File: src/rtl/rackbus_pkg.sv
package rackbus_pkg;

    // run command field, only the low bits of the register carry it
    localparam int RUNCMD_BITS = 2;

    // trigger field width
    localparam int TRIG_BITS = 15;

    // payload types for the two command streams
    typedef logic [RUNCMD_BITS-1:0] runcmd_t;
    typedef logic [TRIG_BITS-1:0]   trig_t;

    // firmware FIFO depth in 32-bit words
    // a full image is written in small bursts and polled for empty in between
    localparam int FW_DEPTH_DEFAULT = 16;

endpackage

File: src/rtl/regmap_pkg.sv
package regmap_pkg;

    localparam int ADDR_BITS = 5;

    // byte addresses of the four registers
    typedef enum logic [ADDR_BITS-1:0] {
        CONTROL_ADDR  = 5'h00,
        FWUPDATE_ADDR = 5'h04,
        RUNCMD_ADDR   = 5'h08,
        TRIG_ADDR     = 5'h0C
    } reg_addr_e;

    // control and status word bit positions
    localparam int CTRL_FIFO_RESET_BIT    = 0;
    localparam int STAT_FW_EMPTY_BIT      = 1;
    localparam int STAT_RUNCMD_IDLE_BIT   = 2;
    localparam int STAT_TRIG_IDLE_BIT     = 3;
    // two bits, write one to set a mark, reads back as pending
    localparam int CTRL_MARK_LSB          = 8;
    localparam int CTRL_EVENT_RESET_BIT   = 16;
    // eight bit mask in the top byte
    localparam int CTRL_DISABLE_RXCLK_LSB = 24;

    // receive clocks start out disabled
    localparam logic [7:0] DISABLE_RXCLK_RESET = 8'hFF;

    typedef struct packed {
        logic                 cyc;
        logic                 stb;
        logic                 we;
        logic [ADDR_BITS-1:0] adr;
        logic [3:0]           sel;
        logic [31:0]          dat;
    } wb_req_t;

    // strobes are one cycle wide in the ack cycle, fw_flush is a level
    typedef struct packed {
        logic        fw_wr;
        logic        fw_flush;
        logic        runcmd_wr;
        logic        trig_wr;
        logic [1:0]  mark_set;
        logic [31:0] data;
    } reg_wr_t;

endpackage

File: src/rtl/cmd_holding.sv
`timescale 1ns/10ps

module cmd_holding #(
    parameter int WIDTH = 8
) (
    input  logic             wb_clk_i,
    input  logic             reset_i,
    input  logic             load_i,
    input  logic [WIDTH-1:0] load_data_i,
    input  logic             tready_i,
    output logic             tvalid_o,
    output logic [WIDTH-1:0] tdata_o,
    output logic             busy_o
);

    // a load in the accept cycle keeps valid up with the new command
    always_ff @(posedge wb_clk_i) begin
        if (reset_i) begin
            tvalid_o <= 1'b0;
        end else if (load_i) begin
            tvalid_o <= 1'b1;
        end else if (tvalid_o && tready_i) begin
            tvalid_o <= 1'b0;
        end
    end

    always_ff @(posedge wb_clk_i) begin
        if (load_i) begin
            tdata_o <= load_data_i;
        end
    end

    // status reports idle once the command is taken
    assign busy_o = tvalid_o;

    a_valid_until_ready : assert property (
        @(posedge wb_clk_i) disable iff (reset_i)
        $fell(tvalid_o) |-> $past(tready_i)
    );

endmodule

File: src/rtl/fw_byte_fifo.sv
`timescale 1ns/10ps

module fw_byte_fifo #(
    parameter int DEPTH = rackbus_pkg::FW_DEPTH_DEFAULT
) (
    input  logic                wb_clk_i,
    input  logic                reset_i,
    input  regmap_pkg::reg_wr_t wr_i,
    input  logic                fw_tready_i,
    input  logic                fw_marked_i,
    output logic                fw_tvalid_o,
    output logic [7:0]          fw_tdata_o,
    output logic                fw_empty_o,
    output logic [1:0]          fw_mark_o
);
    localparam int PTR_BITS = (DEPTH > 1) ? $clog2(DEPTH) : 1;
    localparam logic [PTR_BITS-1:0] LAST_PTR = PTR_BITS'(DEPTH - 1);
    localparam logic [PTR_BITS:0]   FULL_COUNT = (PTR_BITS + 1)'(DEPTH);

    typedef enum logic {
        FW_IDLE,
        FW_SHIFT
    } fw_state_e;

    logic [31:0]         mem [DEPTH];
    logic [PTR_BITS-1:0] wr_ptr;
    logic [PTR_BITS-1:0] rd_ptr;
    logic [PTR_BITS:0]   count;
    logic                push;
    logic                pop;
    logic                shift;
    fw_state_e           state;
    logic [31:0]         shift_word;
    logic [1:0]          byte_idx;

    // full FIFO drops the write, flush blocks both sides
    assign push  = wr_i.fw_wr && !wr_i.fw_flush && (count != FULL_COUNT);
    assign pop   = (state == FW_IDLE) && (count != '0) && !wr_i.fw_flush;
    assign shift = (state == FW_SHIFT) && fw_tready_i;

    always_ff @(posedge wb_clk_i) begin
        if (push) begin
            mem[wr_ptr] <= wr_i.data;
        end
    end

    always_ff @(posedge wb_clk_i) begin
        if (reset_i || wr_i.fw_flush) begin
            wr_ptr <= '0;
            rd_ptr <= '0;
            count  <= '0;
        end else begin
            if (push) begin
                wr_ptr <= (wr_ptr == LAST_PTR) ? '0 : wr_ptr + 1'b1;
            end
            if (pop) begin
                rd_ptr <= (rd_ptr == LAST_PTR) ? '0 : rd_ptr + 1'b1;
            end
            case ({push, pop})
                2'b10:   count <= count + 1'b1;
                2'b01:   count <= count - 1'b1;
                default: count <= count;
            endcase
        end
    end

    // serializer, one word at a time, byte 0 first
    always_ff @(posedge wb_clk_i) begin
        if (reset_i || wr_i.fw_flush) begin
            state    <= FW_IDLE;
            byte_idx <= '0;
        end else begin
            case (state)
                FW_IDLE: begin
                    if (pop) begin
                        state    <= FW_SHIFT;
                        byte_idx <= '0;
                    end
                end
                FW_SHIFT: begin
                    if (fw_tready_i) begin
                        byte_idx <= byte_idx + 1'b1;
                        if (byte_idx == 2'd3) begin
                            state <= FW_IDLE;
                        end
                    end
                end
                default: state <= FW_IDLE;
            endcase
        end
    end

    always_ff @(posedge wb_clk_i) begin
        if (pop) begin
            shift_word <= mem[rd_ptr];
        end else if (shift) begin
            shift_word <= {8'h00, shift_word[31:8]};
        end
    end

    assign fw_tvalid_o = (state == FW_SHIFT);
    assign fw_tdata_o  = shift_word[7:0];
    assign fw_empty_o  = (count == '0) && (state == FW_IDLE);

    // a new request beats a clear in the same cycle
    always_ff @(posedge wb_clk_i) begin
        if (reset_i) begin
            fw_mark_o <= '0;
        end else begin
            fw_mark_o <= wr_i.mark_set | (fw_mark_o & ~{2{fw_marked_i}});
        end
    end

    a_tdata_hold : assert property (
        @(posedge wb_clk_i) disable iff (reset_i || wr_i.fw_flush)
        fw_tvalid_o && !fw_tready_i |=> fw_tvalid_o && $stable(fw_tdata_o)
    );

endmodule

File: src/rtl/surf_register_core.sv
`timescale 1ns/10ps

module surf_register_core #(
    parameter int FW_DEPTH = rackbus_pkg::FW_DEPTH_DEFAULT
) (
    input  logic                 wb_clk_i,
    input  logic                 reset_i,
    input  logic                 wb_cyc_i,
    input  logic                 wb_stb_i,
    input  logic                 wb_we_i,
    input  logic [4:0]           wb_adr_i,
    input  logic [3:0]           wb_sel_i,
    input  logic [31:0]          wb_dat_i,
    output logic                 wb_ack_o,
    output logic [31:0]          wb_dat_o,
    output logic                 event_reset_o,
    output logic [7:0]           disable_rxclk_o,
    output logic                 fw_tvalid_o,
    output logic [7:0]           fw_tdata_o,
    input  logic                 fw_tready_i,
    output logic [1:0]           fw_mark_o,
    input  logic                 fw_marked_i,
    output logic                 runcmd_tvalid_o,
    output rackbus_pkg::runcmd_t runcmd_tdata_o,
    input  logic                 runcmd_tready_i,
    output logic                 trig_tvalid_o,
    output rackbus_pkg::trig_t   trig_tdata_o,
    input  logic                 trig_tready_i
);
    import rackbus_pkg::*;
    import regmap_pkg::*;

    wb_req_t wb_req;
    reg_wr_t wr;
    logic    fw_empty;
    logic    runcmd_busy;
    logic    trig_busy;

    always_comb begin
        wb_req.cyc = wb_cyc_i;
        wb_req.stb = wb_stb_i;
        wb_req.we  = wb_we_i;
        wb_req.adr = wb_adr_i;
        wb_req.sel = wb_sel_i;
        wb_req.dat = wb_dat_i;
    end

    wb_reg_decode u_decode (
        .wb_clk_i        (wb_clk_i),
        .reset_i         (reset_i),
        .wb_req_i        (wb_req),
        .fw_empty_i      (fw_empty),
        .mark_pending_i  (fw_mark_o),
        .runcmd_busy_i   (runcmd_busy),
        .trig_busy_i     (trig_busy),
        .wb_ack_o        (wb_ack_o),
        .wb_dat_o        (wb_dat_o),
        .wr_o            (wr),
        .event_reset_o   (event_reset_o),
        .disable_rxclk_o (disable_rxclk_o)
    );

    fw_byte_fifo #(
        .DEPTH (FW_DEPTH)
    ) u_fw_fifo (
        .wb_clk_i    (wb_clk_i),
        .reset_i     (reset_i),
        .wr_i        (wr),
        .fw_tready_i (fw_tready_i),
        .fw_marked_i (fw_marked_i),
        .fw_tvalid_o (fw_tvalid_o),
        .fw_tdata_o  (fw_tdata_o),
        .fw_empty_o  (fw_empty),
        .fw_mark_o   (fw_mark_o)
    );

    // both commands sit in the low bits of the written word
    cmd_holding #(
        .WIDTH (RUNCMD_BITS)
    ) u_runcmd (
        .wb_clk_i    (wb_clk_i),
        .reset_i     (reset_i),
        .load_i      (wr.runcmd_wr),
        .load_data_i (wr.data[RUNCMD_BITS-1:0]),
        .tready_i    (runcmd_tready_i),
        .tvalid_o    (runcmd_tvalid_o),
        .tdata_o     (runcmd_tdata_o),
        .busy_o      (runcmd_busy)
    );

    cmd_holding #(
        .WIDTH (TRIG_BITS)
    ) u_trig (
        .wb_clk_i    (wb_clk_i),
        .reset_i     (reset_i),
        .load_i      (wr.trig_wr),
        .load_data_i (wr.data[TRIG_BITS-1:0]),
        .tready_i    (trig_tready_i),
        .tvalid_o    (trig_tvalid_o),
        .tdata_o     (trig_tdata_o),
        .busy_o      (trig_busy)
    );

endmodule

File: src/rtl/wb_reg_decode.sv
`timescale 1ns/10ps

module wb_reg_decode (
    input  logic                wb_clk_i,
    input  logic                reset_i,
    input  regmap_pkg::wb_req_t wb_req_i,
    input  logic                fw_empty_i,
    input  logic [1:0]          mark_pending_i,
    input  logic                runcmd_busy_i,
    input  logic                trig_busy_i,
    output logic                wb_ack_o,
    output logic [31:0]         wb_dat_o,
    output regmap_pkg::reg_wr_t wr_o,
    output logic                event_reset_o,
    output logic [7:0]          disable_rxclk_o
);
    import regmap_pkg::*;

    logic      ack;
    logic      fifo_reset;
    logic      wr_cycle;
    logic      ctrl_wr;
    reg_addr_e addr;

    // single wait state, ack is just the request one cycle late
    always_ff @(posedge wb_clk_i) begin
        if (reset_i) begin
            ack <= 1'b0;
        end else begin
            ack <= wb_req_i.cyc && wb_req_i.stb;
        end
    end

    assign wb_ack_o = ack && wb_req_i.cyc;

    assign addr     = reg_addr_e'(wb_req_i.adr);
    // writes only land in the ack cycle
    assign wr_cycle = wb_ack_o && wb_req_i.stb && wb_req_i.we;
    assign ctrl_wr  = wr_cycle && (addr == CONTROL_ADDR);

    always_comb begin
        wr_o           = '0;
        wr_o.fw_wr     = wr_cycle && (addr == FWUPDATE_ADDR);
        wr_o.runcmd_wr = wr_cycle && (addr == RUNCMD_ADDR) && wb_req_i.sel[0];
        // trigger is 15 bits so it needs both low lanes
        wr_o.trig_wr   = wr_cycle && (addr == TRIG_ADDR) &&
                         wb_req_i.sel[0] && wb_req_i.sel[1];
        if (ctrl_wr && wb_req_i.sel[1]) begin
            wr_o.mark_set = wb_req_i.dat[CTRL_MARK_LSB +: 2];
        end
        wr_o.fw_flush  = fifo_reset;
        wr_o.data      = wb_req_i.dat;
    end

    // control bits, each byte lane independent
    always_ff @(posedge wb_clk_i) begin
        if (reset_i) begin
            fifo_reset      <= 1'b0;
            event_reset_o   <= 1'b0;
            disable_rxclk_o <= DISABLE_RXCLK_RESET;
        end else if (ctrl_wr) begin
            if (wb_req_i.sel[0]) begin
                fifo_reset <= wb_req_i.dat[CTRL_FIFO_RESET_BIT];
            end
            if (wb_req_i.sel[2]) begin
                event_reset_o <= wb_req_i.dat[CTRL_EVENT_RESET_BIT];
            end
            if (wb_req_i.sel[3]) begin
                disable_rxclk_o <= wb_req_i.dat[CTRL_DISABLE_RXCLK_LSB +: 8];
            end
        end
    end

    // every address reads back the same status word
    always_comb begin
        wb_dat_o                               = '0;
        wb_dat_o[CTRL_FIFO_RESET_BIT]          = fifo_reset;
        wb_dat_o[STAT_FW_EMPTY_BIT]            = fw_empty_i;
        wb_dat_o[STAT_RUNCMD_IDLE_BIT]         = !runcmd_busy_i;
        wb_dat_o[STAT_TRIG_IDLE_BIT]           = !trig_busy_i;
        wb_dat_o[CTRL_MARK_LSB +: 2]           = mark_pending_i;
        wb_dat_o[CTRL_EVENT_RESET_BIT]         = event_reset_o;
        wb_dat_o[CTRL_DISABLE_RXCLK_LSB +: 8]  = disable_rxclk_o;
    end

    // ack only while the master still holds its request
    a_ack_with_req : assert property (
        @(posedge wb_clk_i) disable iff (reset_i)
        wb_ack_o |-> wb_req_i.cyc && wb_req_i.stb
    );

endmodule
File: config.mk
export PLATFORM = sky130hd
export DESIGN_NAME = surf_register_core
export DESIGN_NICKNAME = d
export VERILOG_FILES = /design/src/rtl/rackbus_pkg.sv /design/src/rtl/regmap_pkg.sv /design/src/rtl/cmd_holding.sv /design/src/rtl/fw_byte_fifo.sv /design/src/rtl/surf_register_core.sv /design/src/rtl/wb_reg_decode.sv
export SDC_FILE = /design/constraint.sdc
export NUM_CORES = 1
export LEC_CHECK = 0
export ABC_AREA = 1
export BUFFER_PORTS_ARGS = -buffer_cell sky130_fd_sc_hd__buf_2
export CAP_MARGIN = 20
export CORE_AREA = 4 4 226 228
export CTS_BUF_LIST = sky130_fd_sc_hd__clkbuf_16
export CTS_CLUSTER_DIAMETER = 60
export CTS_CLUSTER_SIZE = 16
export DETAILED_ROUTE_END_ITERATION = 10
export DIE_AREA = 0 0 230 232
export PLACE_DENSITY_LB_ADDON = 0.15
export SYNTH_ARGS = -nofsm -noshare
export SYNTH_HDL_FRONTEND = slang
export SYNTH_SLANG_ARGS = --single-unit
File: constraint.sdc
create_clock -name wb_clk_i -period 5.22 [get_ports wb_clk_i]
set_clock_uncertainty 0.05 [all_clocks]
set_input_delay 1.305 -clock wb_clk_i [delete_from_list [all_inputs] [get_ports wb_clk_i]]
set_output_delay 1.305 -clock wb_clk_i [all_outputs]
set_load 0.005 [all_outputs]
# Word level (Yosys, flattened, before mapping)

Memory sizes are Yosys's and may differ from the RTL's. A register that Yosys moved wholly into a read port is not among the register bits.
Cells that the tools add are included.

Input port bits: 50
Bits in writable memories: 512
Output and inout port bits: 72
Register bits after elaboration: 80
Word-level logic and storage cells: 92
Memories: 1

Memory list:

| name          | depth | bits a word | rd ports | clocked after memory_dff | wr ports | RTL line           | RTL |
|---|---|---|---|---|---|---|---|
| u_fw_fifo.mem | 16    | 32          | 1        | 1                        | 1        | fw_byte_fifo.sv:25 | `logic [31:0] mem [DEPTH];` |

Equal/unequal tests: 11
Bitwise operators: 4
Add/sub/neg operators: 5
Reduce and logical (&&, ||, !) cells: 35
Muxes and demuxes: 21

Operators by type and width:

| kind                  | count |
|---|---|
| $mux W32              | 2 |
| $logic_and A1 B1 Y1   | 20 |
| $mux W4               | 4 |
| $eq A5 B4 Y1 const B  | 2 |
| $logic_not A5 Y1      | 2 |
| $pmux W5 S2           | 1 |
| $mux W1               | 9 |
| $add A4 B1 Y4 const B | 2 |
| $eq A4 B4 Y1 const B  | 2 |
| $reduce_and A2 Y1     | 4 |
| $reduce_bool A2 Y1    | 4 |
| $mux W2               | 3 |
| $add A5 B1 Y5 const B | 1 |
| $eq A5 B3 Y1 const B  | 1 |
| $ne A5 B5 Y1 const B  | 1 |
| $reduce_bool A5 Y1    | 1 |
| $sub A5 B1 Y5 const B | 1 |
| $eq A2 B2 Y1 const B  | 2 |
| $pmux W2 S2           | 1 |
| $logic_not A1 Y1      | 3 |
| $add A2 B1 Y2 const B | 1 |
| $and A2 B2 Y2         | 1 |
| $eq A2 B1 Y1 const B  | 1 |
| $ne A2 B1 Y1 const B  | 1 |
| 6 further kinds       | 6 |

# Logic depth before layout (Yosys ltp)

Depth in word-level cells: 8
Gate-level depth with buffers: 16
Depth with buffers taken out: 16

# Cells and area by module

From an unflattened synthesis, not the netlist that was laid out.

Cells, all modules: 2169
Area, all modules: 24658.6 µm²

By module, submodules not included:

| module                  | times used | area each (µm²) | seq. area each (µm²) | cells an instance |
|---|---|---|---|---|
| fw_byte_fifo            | 1          | 23027.1         | 16776.1              | 2000 |
| wb_reg_decode           | 1          | 1026.0          | 220.2                | 140 |
| cmd_holding at u_trig   | 1          | 498.0           | 470.5                | 21 |
| cmd_holding at u_runcmd | 1          | 107.6           | 80.1                 | 8 |

# Least setup slack after synthesis

No wires, ideal clock.

Kind: input -> register
Start point: in wb_adr_i[1]
End point: mem u_fw_fifo.mem[0][0] (enable)
Setup time: 0.421 ns
Data arrival time: 3.480 ns
Required time: 4.749 ns
Stages on the path: 7
Setup slack: 1.269 ns
Path buffers: 0
Cells stage by stage: nor2_1 > nand3_1 > nor2_1 > nand2_1 > inv_1 > nand2_1 > nor2_1

Longest elaborated chain between the ends: 6

Ends and longest elaborated chain:

| element                           | RTL line                 | RTL |
|---|---|---|
| from (decl)                       | surf_register_core.sv:11 | `input logic [4:0] wb_adr_i,` |
| $eq A5 B3 Y1                      | wb_reg_decode.sv:43      | `wr_o.fw_wr = wr_cycle && (addr == FWUPDATE_ADDR);` |
| $logic_and A1 B1 Y1               | wb_reg_decode.sv:43      |  |
| $logic_and A1 B1 Y1 (2 in series) | fw_byte_fifo.sv:37       | `assign push = wr_i.fw_wr && !wr_i.fw_flush && (count != FULL_COUNT);` |
| $mux W1                           | fw_byte_fifo.sv:42       | `if (push) begin` |
| $mux W1 (not written as such)     | fw_byte_fifo.sv:43       | `mem[wr_ptr] <= wr_i.data;` |
| to (decl)                         | fw_byte_fifo.sv:25       |  |

No other way between the ends.

# Final worst setup path

Start point: in wb_adr_i[1]
End point: mem u_fw_fifo.mem[14][4] (enable)

Same word-level chain as after synthesis.

==> results by group <==
Finish
  – Post-Layout Inst Area: 26600 um^2
  – Ant. Diodes: 0
  – Most common cell after layout, fill and taps aside: nand2_1
  – Most frequent cells in the layout: nand2_1, edfxtp_1, nand3_1
  – Fillcell total: 4234
  – Nets: 2231
  – Layout cell share with drive strength beyond 1: 9.99%
  – Synth-to-layout area growth: 9.67%

Worst setup path
  – CP arrival: 3.73 ns
  – Critical path endpoint category: flip-flop
  – Crit Path Category: in2reg
  – Req. time, crit path: 5.47 ns
  – RR Startpoint: u_decode.fifo_reset
  – Startpoint types: input port
  – Critical Path Source: wb_adr_i[1]
  – Critical path fanouts, max: 26
  – Critical path's largest stage delay: 0.71 ns
  – Crit path cell chain: buf_2 > nor2_1 > nand3_1 > nor2_1 > nand2_1 > inv_1 > nand2_1 > nor2_4 > buf_4
  – CP max-delay cell: nor2_4

Global routing
  – Vias in the first global route: 15200
  – Grt ovf: 0
  – Initial antenna violation count: 1
  – Largest net degree at the start of global routing: 165
  – First-pass GRT wire length: 93.8 mm
  – GRT Overall Usage: 23.2%

Route
  – Uppermost layer routed: met4
  – Vias per cell: 5.44
  – # DRC: 0
  – Drt pass-1 iters: 6
  – Met2 routed WL: 30.1 mm
  – WL/cell: 21.7 um
  – ANT nets after route: 0
  – Met1 Wirelength: 26.0 mm
  – Vias: 15600
  – WL met3: 3.94 mm
  – Total wire length: 62.3 mm
  – Initial DRC count: 1649

Clock network
  – Clk slew on worst S/H paths: 0.07 ns
  – Post-CTS setup buffers: 0
  – Resized Gates After CTS: 0
  – CTS tree: done
  – Root Driver: clkbuf_16
  – CTS Buf Count: 46
  – Clock Latency Late Sink: 0.59 ns
  – CTS Buffer Depth: 3
  – Hold Buf Count CTS: 0
  – Sink Count: 596
  – H-tree depth: 2

Synthesis
  – Synth Warn #: 0
  – Synth top area share: 69.3%
  – Synth cell types: 27
  – Seq cells post-synth: 596
  – Area leader, netlist: edfxtp_1
  – Avg Cell Area, Syn: 11.5 um^2
  – Sequential area share after synthesis: 72.2%
  – Gate Count Post-Synth: 2121
  – Mapped cell area: 24300 um^2
  – Largest cells by area after synthesis: edfxtp_1, nand2_1, nand3_1, dfxtp_1, nor2_1

Placed design
  – Cell Area, Placed: 25200 um^2
  – DP HPWL: 37.3 mm
  – I/O Buffers: 104
  – Gpl congestion: 0.846

Power and ir drop
  – Maximum vdd drop: 353 uV
  – Net switching power: 4220 uW
  – PwrDens: 465 nW/um^2
  – Int Pwr: 8170 uW
  – Clock group share of total power: 27.6%
  – Switching Share: 34.1%
  – Leakage: 0.00998 uW
  – Power after layout: 12400 uW
  – Seq pwr share: 45.5%
  – Comb power frac: 26.9%

STA
  – Max frequency: 287 MHz
  – Final Slew Violations: 0
  – RSZ-0062 raised after global routing: false
  – Worst slew pin tran: 1.04 ns
  – Final Cycle Share: 66.8%
  – Final Hold Fails: 0
  – Setup TNS: 0 ns
  – Max-Slew Margin vs Limit: 30.8%
  – Min cycle time layout: 3.49 ns
  – Final Setup Violations: 0

Floorplan
  – Die height: 232 um
  – I/O Pins: 122
  – Starting Density: 49.7%
  – Row Count: 81
  – Die X: 230 um
  – Core ar.: 48800 um^2
  – DIE AREA: 53400 um^2

Flow run
  – Number of max-cap violations: 0

Status
  – Status: finished, final reports clean

Hold path
  – Hold Crit Start: u_fw_fifo.byte_idx[0]
  – Worst hold-check path type: reg2reg
==> sequential cells by signal, indices dropped and copies added (netlist names), 2 cells and up, named ones only <==
register / flops
u_fw_fifo.mem: 512
u_fw_fifo.shift_word: 32
u_trig.tdata_o: 15
u_decode.disable_rxclk_o: 8
u_fw_fifo.count: 5
u_fw_fifo.rd_ptr: 4
u_fw_fifo.wr_ptr: 4
u_fw_fifo.byte_idx: 2
u_fw_fifo.fw_mark_o: 2
u_runcmd.tdata_o: 2
==> power groups by stage <==
stage                     logic, uW  registers, uW  clock network, uW
final                          3340           5640               3420
after global routing           3740           5660               3680
after CTS                      3370           5650               3470
after detailed placement       3350           5750                  0
after global placement         3340           5750                  0
after floorplan                2460           5650                  0
==> worst paths after layout <==
path / end / slack [ns] / depth (start not counted)
worst min-delay path: u_fw_fifo.byte_idx[0] / 0.42 / 1
worst min register to register: u_fw_fifo.byte_idx[0] / 0.42 / 1
worst max-delay path: u_fw_fifo.mem[14][4] / 1.73 / 9
worst max register to register: u_fw_fifo.mem[14][4] / 2.14 / 8
==> metrics by stage <==
step | hold slack (ns) | setup slack, ns | instances | util [%]
detailed placement | 0.406 | 1.18 | 2787 | 51.6
floorplan | 0.382 | 1.27 | 2137 | -
CTS | 0.424 | 1.82 | 2867 | 54.6
global placement | 0.410 | 1.25 | 2787 | 51.6
global route | 0.457 | 1.62 | 2867 | 54.6
finish | 0.422 | 1.73 | 2867 | 54.6
==> critical path, delay by kind of cell <==
family	cells	cell delay [ns]
buffers and inverters	3	0.51
and+or+nand+nor	6	1.90
==> cell usage after synthesis <==
cell type / number
nand2_1: 754
clkbuf_1: 31
nand4_1: 8
nand3_2: 1
xnor2_1: 1
o21bai_1: 1
a21oi_1: 26
nor3_1: 3
edfxtp_1: 561
or2_2: 2
o21ai_0: 35
ha_1: 10
inv_2: 2
o21ai_1: 4
dfxtp_1: 35
conb_1: 1
xor2_1: 4
inv_4: 1
buf_6: 15
nand3_1: 367
inv_1: 53
nor2_1: 100
buf_4: 41
buf_1: 19
clkinv_1: 1
buf_8: 1
buf_2: 44
==> layer usage <==
layer / track usage, % / vias up
met2: 38.4 / 594
met3: 3.21 / 114
met5: 0 / -
met1: 31.8 / 7576
met4: 8.45 / 0
li1: - / 7314
==> area by class of cell <==
type,count,area (um^2),area share [%]
Multi-Input combinational cell,1333,5820,21.8
Sequential cell,596,17600,65.9
Clock buffer,50,1250,4.70
Clock inverter,30,168,0.629
Tap cell,664,831,3.12
Inverter,57,221,0.831
Timing Repair Buffer,137,806,3.02
==> logic make-up (layout without fill, tap and decap cells) <==
group | Yosys count | after routing | synth area share [%]
and+or+nand+nor | 1235 | 1235 | 21.1
DFF | 596 | 596 | 72.2
buffers and inverters | 208 | 274 | 4.59
other | 1 | 17 | 0.0154
adders and majority gates | 10 | 10 | 0.515
AOI/OAI and AO/OA | 66 | 66 | 1.37
xor gates and xnor gates | 5 | 5 | 0.180
No activity file was read; power rests on OpenSTA's default activity.
